`src/csr_pkg.sv`:
```
// CSR bus package: Wishbone and CSR bus structs, register maps, bus widths

package csr_pkg;

	// ------------------------------------------------------------
	// Widths
	// ------------------------------------------------------------

	// CSR word address, taken from Wishbone address bits 15:2
	localparam int CSR_AW = 14;
	// Bank field in the top bits of the CSR address
	localparam int BANK_W = 4;
	// Register index below the bank field
	localparam int REG_W = CSR_AW - BANK_W;

	typedef logic [31:0] csr_data_t;

	// ------------------------------------------------------------
	// Bus structs
	// ------------------------------------------------------------

	// Wishbone classic request, master to slave
	typedef struct packed {
		logic [31:0] adr;
		logic [31:0] dat;
		logic        we;
		logic        cyc;
		logic        stb;
	} wb_req_t;

	// Wishbone classic response, slave to master
	typedef struct packed {
		logic [31:0] dat;
		logic        ack;
	} wb_rsp_t;

	// CSR request, we is a single-cycle strobe
	typedef struct packed {
		logic [CSR_AW-1:0] adr;
		logic              we;
		csr_data_t         dat;
	} csr_req_t;

	// ------------------------------------------------------------
	// Encodings
	// ------------------------------------------------------------

	// Bridge FSM
	typedef enum logic [1:0] {
		BRG_IDLE = 2'd0,
		BRG_READ = 2'd1,
		BRG_ACK  = 2'd2
	} brg_state_e;

	// GPIO bank register map
	typedef enum logic [REG_W-1:0] {
		GPIO_ID       = 10'd0,
		GPIO_IN       = 10'd1,
		GPIO_OUT      = 10'd2,
		GPIO_IRQ_EN   = 10'd3,
		GPIO_IRQ_PEND = 10'd4
	} gpio_reg_e;

	// Timer bank register map
	typedef enum logic [REG_W-1:0] {
		TMR_CTRL    = 10'd0,
		TMR_COMPARE = 10'd1,
		TMR_COUNT   = 10'd2,
		TMR_STATUS  = 10'd3
	} timer_reg_e;

endpackage

```
`src/wb_csr_bridge.sv`:
```
// Wishbone classic to CSR bridge with a fixed two-cycle ack and OR-combined read data
`timescale 1ns/1ns

module wb_csr_bridge (
	input  logic               sys_clk,
	input  logic               rst1,
	input  csr_pkg::wb_req_t   wb_req_i,
	output csr_pkg::wb_rsp_t   wb_rsp_o,
	output csr_pkg::csr_req_t  csr_req_o,
	input  csr_pkg::csr_data_t gpio_dr_i,
	input  csr_pkg::csr_data_t timer_dr_i
);
	import csr_pkg::*;

	brg_state_e state;

	// Registered CSR request fields
	logic [CSR_AW-1:0] req_adr;
	logic              req_we;
	csr_data_t         req_dat;

	// New access sampled this edge
	logic start;

	// Only sampled while idle, so a strobe held across ack is ignored
	assign start = (state == BRG_IDLE) && wb_req_i.cyc && wb_req_i.stb;

	// ------------------------------------------------------------
	// FSM
	// ------------------------------------------------------------

	// IDLE -> READ -> ACK -> IDLE, never waits
	always_ff @(posedge sys_clk) begin
		if (rst1) begin
			state <= BRG_IDLE;
		end else begin
			case (state)
				BRG_IDLE: begin
					if (start) begin
						state <= BRG_READ;
					end
				end
				// Peripherals register their read words here
				BRG_READ: state <= BRG_ACK;
				BRG_ACK:  state <= BRG_IDLE;
				default:  state <= BRG_IDLE;
			endcase
		end
	end

	// ------------------------------------------------------------
	// CSR request
	// ------------------------------------------------------------

	// Write strobe lasts one cycle, the READ cycle
	always_ff @(posedge sys_clk) begin
		if (rst1) begin
			req_we <= 1'b0;
		end else begin
			req_we <= start && wb_req_i.we;
		end
	end

	// Address and data latched at the start of each access
	always_ff @(posedge sys_clk) begin
		if (start) begin
			// Word address, byte offset dropped
			req_adr <= wb_req_i.adr[CSR_AW+1:2];
			req_dat <= wb_req_i.dat;
		end
	end

	assign csr_req_o.adr = req_adr;
	assign csr_req_o.we  = req_we;
	assign csr_req_o.dat = req_dat;

	// ------------------------------------------------------------
	// Wishbone response
	// ------------------------------------------------------------

	// Unselected peripherals return zero, so OR is the read mux
	assign wb_rsp_o.dat = gpio_dr_i | timer_dr_i;
	// One-cycle ack
	assign wb_rsp_o.ack = (state == BRG_ACK);

endmodule

```
`src/gpio_ctl.sv`:
```
// System and GPIO controller: system ID, synchronized inputs with change interrupts, outputs
`timescale 1ns/1ns

module gpio_ctl #(
	parameter logic [csr_pkg::BANK_W-1:0] csr_bank  = 4'd1,
	parameter logic [31:0]                system_id = 32'h0,
	parameter int                         n_gpio    = 4
) (
	input  logic               sys_clk,
	input  logic               rst1,
	input  csr_pkg::csr_req_t  csr_req_i,
	output csr_pkg::csr_data_t csr_dr_o,
	input  logic [n_gpio-1:0]  gpio_i,
	output logic [n_gpio-1:0]  gpio_o,
	output logic               irq_o
);
	import csr_pkg::*;

	// Address decode
	logic      sel;
	logic      wr;
	gpio_reg_e reg_idx;

	// Input synchronizer and edge detect
	logic [n_gpio-1:0] in_meta;
	logic [n_gpio-1:0] in_sync;
	logic [n_gpio-1:0] in_prev;

	// Control registers
	logic [n_gpio-1:0] out_q;
	logic [n_gpio-1:0] irq_en;
	logic [n_gpio-1:0] pend;
	logic              irq_q;

	csr_data_t dr_q;
	csr_data_t rd_word;

	assign sel     = (csr_req_i.adr[CSR_AW-1 -: BANK_W] == csr_bank);
	assign wr      = sel && csr_req_i.we;
	assign reg_idx = gpio_reg_e'(csr_req_i.adr[REG_W-1:0]);

	// ------------------------------------------------------------
	// Input pins
	// ------------------------------------------------------------

	// Two-stage synchronizer, runs during reset so no false change on release
	always_ff @(posedge sys_clk) begin
		in_meta <= gpio_i;
		in_sync <= in_meta;
		in_prev <= in_sync;
	end

	// ------------------------------------------------------------
	// Registers
	// ------------------------------------------------------------

	always_ff @(posedge sys_clk) begin
		if (rst1) begin
			out_q  <= '0;
			irq_en <= '0;
			pend   <= '0;
			irq_q  <= 1'b0;
		end else begin
			// Any change sets pending; set wins over a clear in the same cycle
			if (wr && reg_idx == GPIO_IRQ_PEND) begin
				pend <= (pend & ~csr_req_i.dat[n_gpio-1:0]) | (in_sync ^ in_prev);
			end else begin
				pend <= pend | (in_sync ^ in_prev);
			end
			if (wr && reg_idx == GPIO_OUT) begin
				out_q <= csr_req_i.dat[n_gpio-1:0];
			end
			if (wr && reg_idx == GPIO_IRQ_EN) begin
				irq_en <= csr_req_i.dat[n_gpio-1:0];
			end
			// Registered, one cycle behind pending
			irq_q <= |(pend & irq_en);
		end
	end

	// ------------------------------------------------------------
	// Read path
	// ------------------------------------------------------------

	// Pin-wide fields zero-extend, upper bits read zero
	always_comb begin
		case (reg_idx)
			GPIO_ID:       rd_word = system_id;
			GPIO_IN:       rd_word = 32'(in_sync);
			GPIO_OUT:      rd_word = 32'(out_q);
			GPIO_IRQ_EN:   rd_word = 32'(irq_en);
			GPIO_IRQ_PEND: rd_word = 32'(pend);
			default:       rd_word = '0;
		endcase
	end

	// Zero outside our bank so the bridge can OR
	always_ff @(posedge sys_clk) begin
		dr_q <= sel ? rd_word : '0;
	end

	assign csr_dr_o = dr_q;
	assign gpio_o   = out_q;
	assign irq_o    = irq_q;

endmodule

```
`src/timer_ctl.sv`:
```
// Timer with compare match, one-shot or auto-reload mode, and an interrupt
`timescale 1ns/1ns

module timer_ctl #(
	parameter logic [csr_pkg::BANK_W-1:0] csr_bank = 4'd2
) (
	input  logic               sys_clk,
	input  logic               rst1,
	input  csr_pkg::csr_req_t  csr_req_i,
	output csr_pkg::csr_data_t csr_dr_o,
	output logic               irq_o
);
	import csr_pkg::*;

	// Address decode
	logic       sel;
	logic       wr;
	timer_reg_e reg_idx;

	// TMR_CTRL bits
	logic en;
	logic auto_reload;
	logic irq_en;

	logic [31:0] compare;
	logic [31:0] count;
	logic        expired;
	logic        irq_q;

	// Count has reached the compare value
	logic match;

	csr_data_t dr_q;
	csr_data_t rd_word;

	assign sel     = (csr_req_i.adr[CSR_AW-1 -: BANK_W] == csr_bank);
	assign wr      = sel && csr_req_i.we;
	assign reg_idx = timer_reg_e'(csr_req_i.adr[REG_W-1:0]);
	assign match   = en && (count == compare);

	// ------------------------------------------------------------
	// Counter and registers
	// ------------------------------------------------------------

	always_ff @(posedge sys_clk) begin
		if (rst1) begin
			en          <= 1'b0;
			auto_reload <= 1'b0;
			irq_en      <= 1'b0;
			compare     <= '0;
			count       <= '0;
			expired     <= 1'b0;
			irq_q       <= 1'b0;
		end else begin
			// Counting
			if (match) begin
				expired <= 1'b1;
				if (auto_reload) begin
					count <= '0;
				end else begin
					// One-shot stops, count holds at compare
					en <= 1'b0;
				end
			end else if (en) begin
				count <= count + 32'd1;
			end

			// CSR writes come last and take priority
			if (wr) begin
				case (reg_idx)
					TMR_CTRL: begin
						en          <= csr_req_i.dat[0];
						auto_reload <= csr_req_i.dat[1];
						irq_en      <= csr_req_i.dat[2];
					end
					TMR_COMPARE: compare <= csr_req_i.dat;
					TMR_COUNT:   count   <= csr_req_i.dat;
					TMR_STATUS: begin
						// Write one to clear
						if (csr_req_i.dat[0]) begin
							expired <= 1'b0;
						end
					end
					default: ;
				endcase
			end

			irq_q <= expired && irq_en;
		end
	end

	// ------------------------------------------------------------
	// Read path
	// ------------------------------------------------------------

	always_comb begin
		case (reg_idx)
			TMR_CTRL:    rd_word = {29'd0, irq_en, auto_reload, en};
			TMR_COMPARE: rd_word = compare;
			TMR_COUNT:   rd_word = count;
			TMR_STATUS:  rd_word = {31'd0, expired};
			default:     rd_word = '0;
		endcase
	end

	// Zero outside our bank
	always_ff @(posedge sys_clk) begin
		dr_q <= sel ? rd_word : '0;
	end

	assign csr_dr_o = dr_q;
	assign irq_o    = irq_q;

endmodule

```
`src/periph_top.sv`:
```
// Peripheral subsystem: Wishbone to CSR bridge with GPIO and timer controllers
`timescale 1ns/1ns

module periph_top #(
	parameter logic [csr_pkg::BANK_W-1:0] GPIO_BANK  = 4'd1,
	parameter logic [csr_pkg::BANK_W-1:0] TIMER_BANK = 4'd2,
	parameter logic [31:0]                SYSTEM_ID  = 32'h53334145,
	parameter int                         N_GPIO     = 4
) (
	input  logic              sys_clk,
	input  logic              rst1,
	input  csr_pkg::wb_req_t  wb_req_i,
	output csr_pkg::wb_rsp_t  wb_rsp_o,
	input  logic [N_GPIO-1:0] gpio_i,
	output logic [N_GPIO-1:0] gpio_o,
	output logic              gpio_irq_o,
	output logic              timer_irq_o
);
	import csr_pkg::*;

	// ------------------------------------------------------------
	// CSR bus
	// ------------------------------------------------------------

	// Shared request, one read word per peripheral
	csr_req_t  csr_req;
	csr_data_t gpio_dr;
	csr_data_t timer_dr;

	// ------------------------------------------------------------
	// Bridge
	// ------------------------------------------------------------

	wb_csr_bridge u_bridge (
		.sys_clk    (sys_clk),
		.rst1       (rst1),
		.wb_req_i   (wb_req_i),
		.wb_rsp_o   (wb_rsp_o),
		.csr_req_o  (csr_req),
		.gpio_dr_i  (gpio_dr),
		.timer_dr_i (timer_dr)
	);

	// ------------------------------------------------------------
	// Peripherals
	// ------------------------------------------------------------

	// System ID and GPIO
	gpio_ctl #(
		.csr_bank  (GPIO_BANK),
		.system_id (SYSTEM_ID),
		.n_gpio    (N_GPIO)
	) u_gpio (
		.sys_clk   (sys_clk),
		.rst1      (rst1),
		.csr_req_i (csr_req),
		.csr_dr_o  (gpio_dr),
		.gpio_i    (gpio_i),
		.gpio_o    (gpio_o),
		.irq_o     (gpio_irq_o)
	);

	// Compare timer
	timer_ctl #(
		.csr_bank  (TIMER_BANK)
	) u_timer (
		.sys_clk   (sys_clk),
		.rst1      (rst1),
		.csr_req_i (csr_req),
		.csr_dr_o  (timer_dr),
		.irq_o     (timer_irq_o)
	);

endmodule

```
`config.mk`:
```
export PLATFORM = sky130hd
export DESIGN_NAME = periph_top
export DESIGN_NICKNAME = d
export VERILOG_FILES = /design/src/csr_pkg.sv /design/src/wb_csr_bridge.sv /design/src/gpio_ctl.sv /design/src/timer_ctl.sv /design/src/periph_top.sv
export SDC_FILE = /design/constraint.sdc
export NUM_CORES = 1
export LEC_CHECK = 0
export BUFFER_PORTS_ARGS = -buffer_cell sky130_fd_sc_hd__buf_2
export CORE_AREA = 8 8 158 160
export CTS_BUF_LIST = sky130_fd_sc_hd__clkbuf_8 sky130_fd_sc_hd__clkbuf_16
export DETAILED_ROUTE_END_ITERATION = 10
export DIE_AREA = 0 0 166 168
export PLACE_DENSITY = 0.57
export SYNTH_ARGS = -nofsm -noshare
export SYNTH_HDL_FRONTEND = slang
export SYNTH_SLANG_ARGS = --single-unit
```
`constraint.sdc`:
```
create_clock -name sys_clk -period 8.3 [get_ports sys_clk]
set_input_delay 0.83 -clock sys_clk [delete_from_list [all_inputs] [get_ports sys_clk]]
set_output_delay 0.83 -clock sys_clk [all_outputs]
set_load 0.1 [all_outputs]
```
==> run metrics, run 1 <==
final WL 20120 um; IO buf count 93; Starting Density 0.3434; first-pass GRT wire length 32570 um; Post-synth EDFFs 46; Crit path arrival time 3.79 ns; Critical-path top delay cell nor4_2; max_slew headroom 0.1504; # hold bufs at CTS 0; final hold violation count 0; pwr dens 202.6 nW/um^2; HP Start u_gpio.in_meta[3]$_DFF_P_; Crit. End Element flip-flop; Hold Crit Class reg2reg; register area share after synthesis 0.5292; antenna-violating nets left 0; die width 166 um; CTS Root Buffer Type clkbuf_16; top-area cell type share of the netlist area 0.3493; CP required 8.62 ns; hold path cells 0; Synth Area per Inst 9.354 um^2; #FFs+latches synth 180; Max clock buf depth 2; RSZ-0062 raised after global routing no; TritonCTS clock tree built; RR Endpoint u_timer.count[26]$_SDFF_PP0_; CORE AREA 22370 um^2; initial antenna violation count 0; synth cell count leaders dfxtp_1, nand2_1, nor2_1; Vias 5917; vias per inst 5.114; pin count of the biggest net entering global routing 86; drt pass-1 iters 6; Worst-path clk slew 0.08 ns; max-cap violation count 0; Die Area 27890 um^2; share of layout cells above drive strength 1 0.1789; fin util 0.3911; I/O pin count 112; slowest stage delay, CP 1.05 ns; diodes inserted 0; # Post-CTS Setup Buffers 0; fin nets 933; Initial DRC Count 403; DRC Markers 0; crit-path cells xor2_1, nor4_1, nand4_1, nor4_2, buf_4, nor2_1, a2111oi_0; CP Max Fanout 13; Post-DP HPWL 13190 um; Setup Viol. Count Final 0; fin. max-slew vios 0; Syn Nets 895; Syn Inst Count 821; peak supply drop 0.00008933 V; path type of the worst setup path reg2reg; vias in the first global route 5761; reg2reg setup slack 4.82 ns; CP bufs+invs 1; Core Rows 55; status finished, final reports clean; gr usage total 0.1466; Avg WL per Cell 17.39 um; r2r startpoint u_timer.count[1]$_SDFF_PP0_; Final period util 0.4187; Hold EP u_gpio.in_sync[3]$_DFF_P_; yosys warns 0; Clock Sinks 180; Tmin final 3.475 ns; clk_lat worst skew 0.44 ns; Fin Clk Skew 0.01401 ns; DIE HEIGHT 168 um; startpoint types flip-flop; Synth async-reset ratio 0; Worst R2R Path Depth 7; post-CTS sizing 0; Layout area overhead 13.90%; Final GP Congestion 0.8116; clock buffer count from CTS 17; area of the mapped netlist 7680 um^2; Lkg Pwr 3.284 nW; H-tree Lvls 4; Worst Max-Slew Pin Slew 1.264 ns; synth unique cells 50; Yosys top cell by area dfxtp_1; count leader, synth dfxtp_1; Filler cells 2206; Overflow after GRT 0; Synth area leaders dfxtp_1, edfxtp_1, nand2_1; Fmax 287.8 MHz; Setup TNS 0 ns; delay-heaviest family, CP simple AND/OR/NAND/NOR gates; Most used DFF post-synth dfxtp_1; Crit. Startpoint u_timer.count[1]$_SDFF_PP0_
routing by layer:
| metal | GRT usage | wire (um) |
|---|---|---|
| met3 | 0.03555 | 966 |
| met5 | 0 | 0 |
| met4 | 0.04111 | 230 |
| met1 | 0.1996 | 9918 |
| met2 | 0.2276 | 9003 |
registers in the layout (all words and copies together), names as in the netlist, 5 cells and up:
| register | cells |
|---|---|
| u_timer.count | 32 |
| u_timer.compare | 32 |
| u_bridge.req_dat | 32 |
| u_timer.csr_dr_o | 32 |
| u_gpio.csr_dr_o | 5 |
| u_bridge.req_adr | 14 |
cell usage in the layout, fill, tap and decap left out, types with 3 or more instances in the layout:
cell	n
or2_2	15
nand3_1	25
and3_1	7
and2_1	10
nand2_1	105
nor4_1	14
and4_1	5
buf_2	93
a31oi_1	14
nand2b_1	8
mux2i_1	9
xnor2_1	6
clkbuf_16	17
nor2_1	79
inv_1	8
nor3b_1	3
inv_8	5
nand3b_1	3
a21oi_1	58
a211oi_1	19
a311oi_1	5
inv_4	3
nand4_1	12
o21a_1	5
a2bb2oi_1	3
nor3_1	18
a221oi_1	4
nor2b_1	4
o21bai_1	7
o21ai_0	18
a22oi_1	36
buf_4	10
dfxtp_1	134
edfxtp_1	46
xor2_1	36
worst max-delay path by stage:
stage | end | slack [ns] | cells past startpoint
floorplan | u_bridge.req_adr[0]$_DFFE_PP_ | 3.77 | 2
global placement | u_timer.count[26]$_SDFF_PP0_ | 4.92 | 7
detailed placement | u_timer.count[26]$_SDFF_PP0_ | 4.86 | 7
CTS | u_timer.count[26]$_SDFF_PP0_ | 4.91 | 7
global route | u_timer.count[26]$_SDFF_PP0_ | 4.66 | 7
finish | u_timer.count[26]$_SDFF_PP0_ | 4.82 | 7
cell type report:
| cell class | count | area (um^2) | area share |
|---|---|---|---|
| Multi-Input combinational cell | 549 | 3193 | 0.3650 |
| Clock buffer | 17 | 425.4 | 0.04863 |
| Tap cell | 285 | 356.6 | 0.04077 |
| Inverter | 8 | 30.03 | 0.003433 |
| Clock inverter | 15 | 137.6 | 0.01573 |
| Timing Repair Buffer | 103 | 540.5 | 0.06179 |
| Sequential cell | 180 | 4064 | 0.4646 |
cells by family after synthesis:
group                      count (synthesis)  synth area share
xor gates and xnor gates                  42           0.04790
muxes                                     10           0.01466
DFF                                      180            0.5292
and+or+nand+nor                          318            0.2010
buffers and inverters                     92           0.05572
AOI/OAI and AO/OA                        178            0.1499
adders and majority gates                  1          0.001629
stage by stage:
stage	total power, mW	cell area (um^2)	std cells	hold slack, ns	setup slack, ns
5_1_grt	1.835	8747	1157	0.3381	4.655
4_1_cts	1.794	8747	1157	0.3309	4.908
3_5_place_dp	1.010	8184	1125	0.3121	4.864
3_3_place_gp	1.009	8184	1125	0.3123	4.923
2_1_floorplan	0.9820	7680	821	0.3096	3.767
6_report	1.772	8747	1157	0.3311	4.825
power by group:
part | internal (mW) | switching (mW)
Sequential | 0.918 | 0.0155
Clock | 0.398 | 0.384
Combinational | 0.0216 | 0.0351
(Power assumes the default switching activity.)
==> run 2, diff against run 1 <==
==> constraint.sdc (replaced) <==
create_clock -name sys_clk -period 3.4 [get_ports sys_clk]
set_input_delay 0.34 -clock sys_clk [delete_from_list [all_inputs] [get_ports sys_clk]]
set_output_delay 0.34 -clock sys_clk [all_outputs]
set_load 0.1 [all_outputs]
==> run 2 against run 1 <==
  * Via count is 2.5% higher
  * Clock power grew to 2.5 times the previous value
  * Combinational power grew to 2.6 times the previous value
  * Highest routed layer unchanged
==> run metrics, run 2 (synthesis gave the netlist of run 1 again) <==
Clock Sinks 180; Overflow after GRT 0; Initial DRC Count 401; Avg WL per Cell 17.07 um; fin nets 951; Core Rows 55; Die Area 27890 um^2; status finished, final reports clean; reg2reg setup slack 0.70 ns; clock buffer count from CTS 17; CP required 3.75 ns; r2r startpoint u_bridge.req_adr[3]$_DFFE_PP_; Layout area overhead 16.42%; Crit. End Element flip-flop; max-cap violation count 0; I/O pin count 112; share of layout cells above drive strength 1 0.1921; TritonCTS clock tree built; CORE AREA 22370 um^2; hold path cells 1; fin util 0.3998; Vias 6062; Final GP Congestion 0.8085; RR Endpoint u_timer.compare[8]$_SDFFE_PP0P_; IO buf count 93; final WL 20070 um; final hold violation count 0; startpoint types flip-flop; Fin Clk Skew 0.01649 ns; drt pass-1 iters 5; commonest non-fill, non-tap cell in the layout dfxtp_1; max_slew headroom 0.3268; Worst R2R Path Depth 8; H-tree Lvls 4; pin count of the biggest net entering global routing 47; Crit path arrival time 3.05 ns; Hold EP u_bridge.req_adr[12]$_DFFE_PP_; vias per inst 5.155; peak supply drop 0.0002618 V; # Post-CTS Setup Buffers 0; DIE HEIGHT 168 um; path type of the worst setup path reg2reg; Max clock buf depth 2; Lkg Pwr 3.381 nW; HP Start wb_req_i[49]; Fmax 370.7 MHz; Starting Density 0.3434; Post-DP HPWL 13800 um; CP Max Fanout 32; commonest cells after routing, fill and taps aside dfxtp_1, nand2_1, buf_2; clk_lat worst skew 0.43 ns; Final period util 0.7935; DRC Markers 0; Setup TNS 0 ns; vias in the first global route 5848; RSZ-0062 raised after global routing no; fin. max-slew vios 0; CTS Root Buffer Type clkbuf_16; Setup Viol. Count Final 0; Worst-path clk slew 0.07 ns; Worst Max-Slew Pin Slew 1.010 ns; post-CTS sizing 0; Hold Crit Class in2reg; Power, Total 4.383 mW; Tmin final 2.698 ns; antenna-violating nets left 0; gr usage total 0.1445; initial antenna violation count 0; pwr dens 490.2 nW/um^2; die width 166 um; first-pass GRT wire length 32420 um
-- run 2: worst max-delay path, stage by stage (launching register included) --
cell	delay, ns
edfxtp_1	0.37
or4_1	0.63
or3_4	0.43
nor3b_4	0.21
buf_4	0.21
and2_1	0.14
buf_4	0.38
nand2_1	0.10
a21oi_1	0.14
-- run 2: worst max-delay path by stage --
stage                             startpoint  slack [ns]                                to
6_report       u_bridge.req_adr[3]$_DFFE_PP_        0.70   u_timer.compare[8]$_SDFFE_PP0P_
5_1_grt        u_bridge.req_adr[3]$_DFFE_PP_        0.49  u_timer.compare[20]$_SDFFE_PP0P_
4_1_cts        u_bridge.req_adr[3]$_DFFE_PP_        0.69  u_timer.compare[20]$_SDFFE_PP0P_
3_5_place_dp   u_bridge.req_adr[3]$_DFFE_PP_        0.71  u_timer.compare[20]$_SDFFE_PP0P_
3_3_place_gp   u_bridge.req_adr[8]$_DFFE_PP_        0.77  u_timer.compare[11]$_SDFFE_PP0P_
2_1_floorplan                    wb_req_i[0]        0.77     u_bridge.req_adr[0]$_DFFE_PP_
-- run 2: metrics by stage --
stage | setup slack, ns | cell area (um^2) | instances | hold slack (ns)
4_1_cts | 0.6869 | 8939 | 1175 | 0.05903
6_report | 0.7021 | 8941 | 1176 | 0.07630
3_3_place_gp | 0.7732 | 8308 | 1139 | 0.3134
2_1_floorplan | 0.7716 | 7685 | 821 | 0.3096
5_1_grt | 0.4903 | 8939 | 1175 | 0.05228
3_5_place_dp | 0.7112 | 8308 | 1139 | 0.3143
-- run 2: per-layer routing --
layer  track usage  wire length, um
met2        0.2229             9044
met3       0.03485              991
met4       0.04111              217
met1        0.1978             9821
met5             0                0
-- run 2: timing repair --
| item | CTS | global route |
|---|---|---|
| endpoints found under the hold margin | 4 | 0 |
| hold buffers | 4 | 0 |
| setup endpoints to repair | 0 | 0 |
-- run 2: where the power goes --
part,switching (mW),internal (mW),leakage [nW]
Sequential,0.0381,2.24,1.51
Combinational,0.0862,0.0607,1.57
Clock,0.952,1.01,0.292
Total,1.08,3.31,3.38
-- run 2: final cells by class --
cell class	instances	area, um^2
inverter	8	30.03
fill	2245	13420
multi-input combinational	549	3199
tap	285	356.6
sequential	180	4064
antenna	1	2.502
clock inverter	14	151.4
timing repair buffer	121	698.2
clock buffer	18	439.2
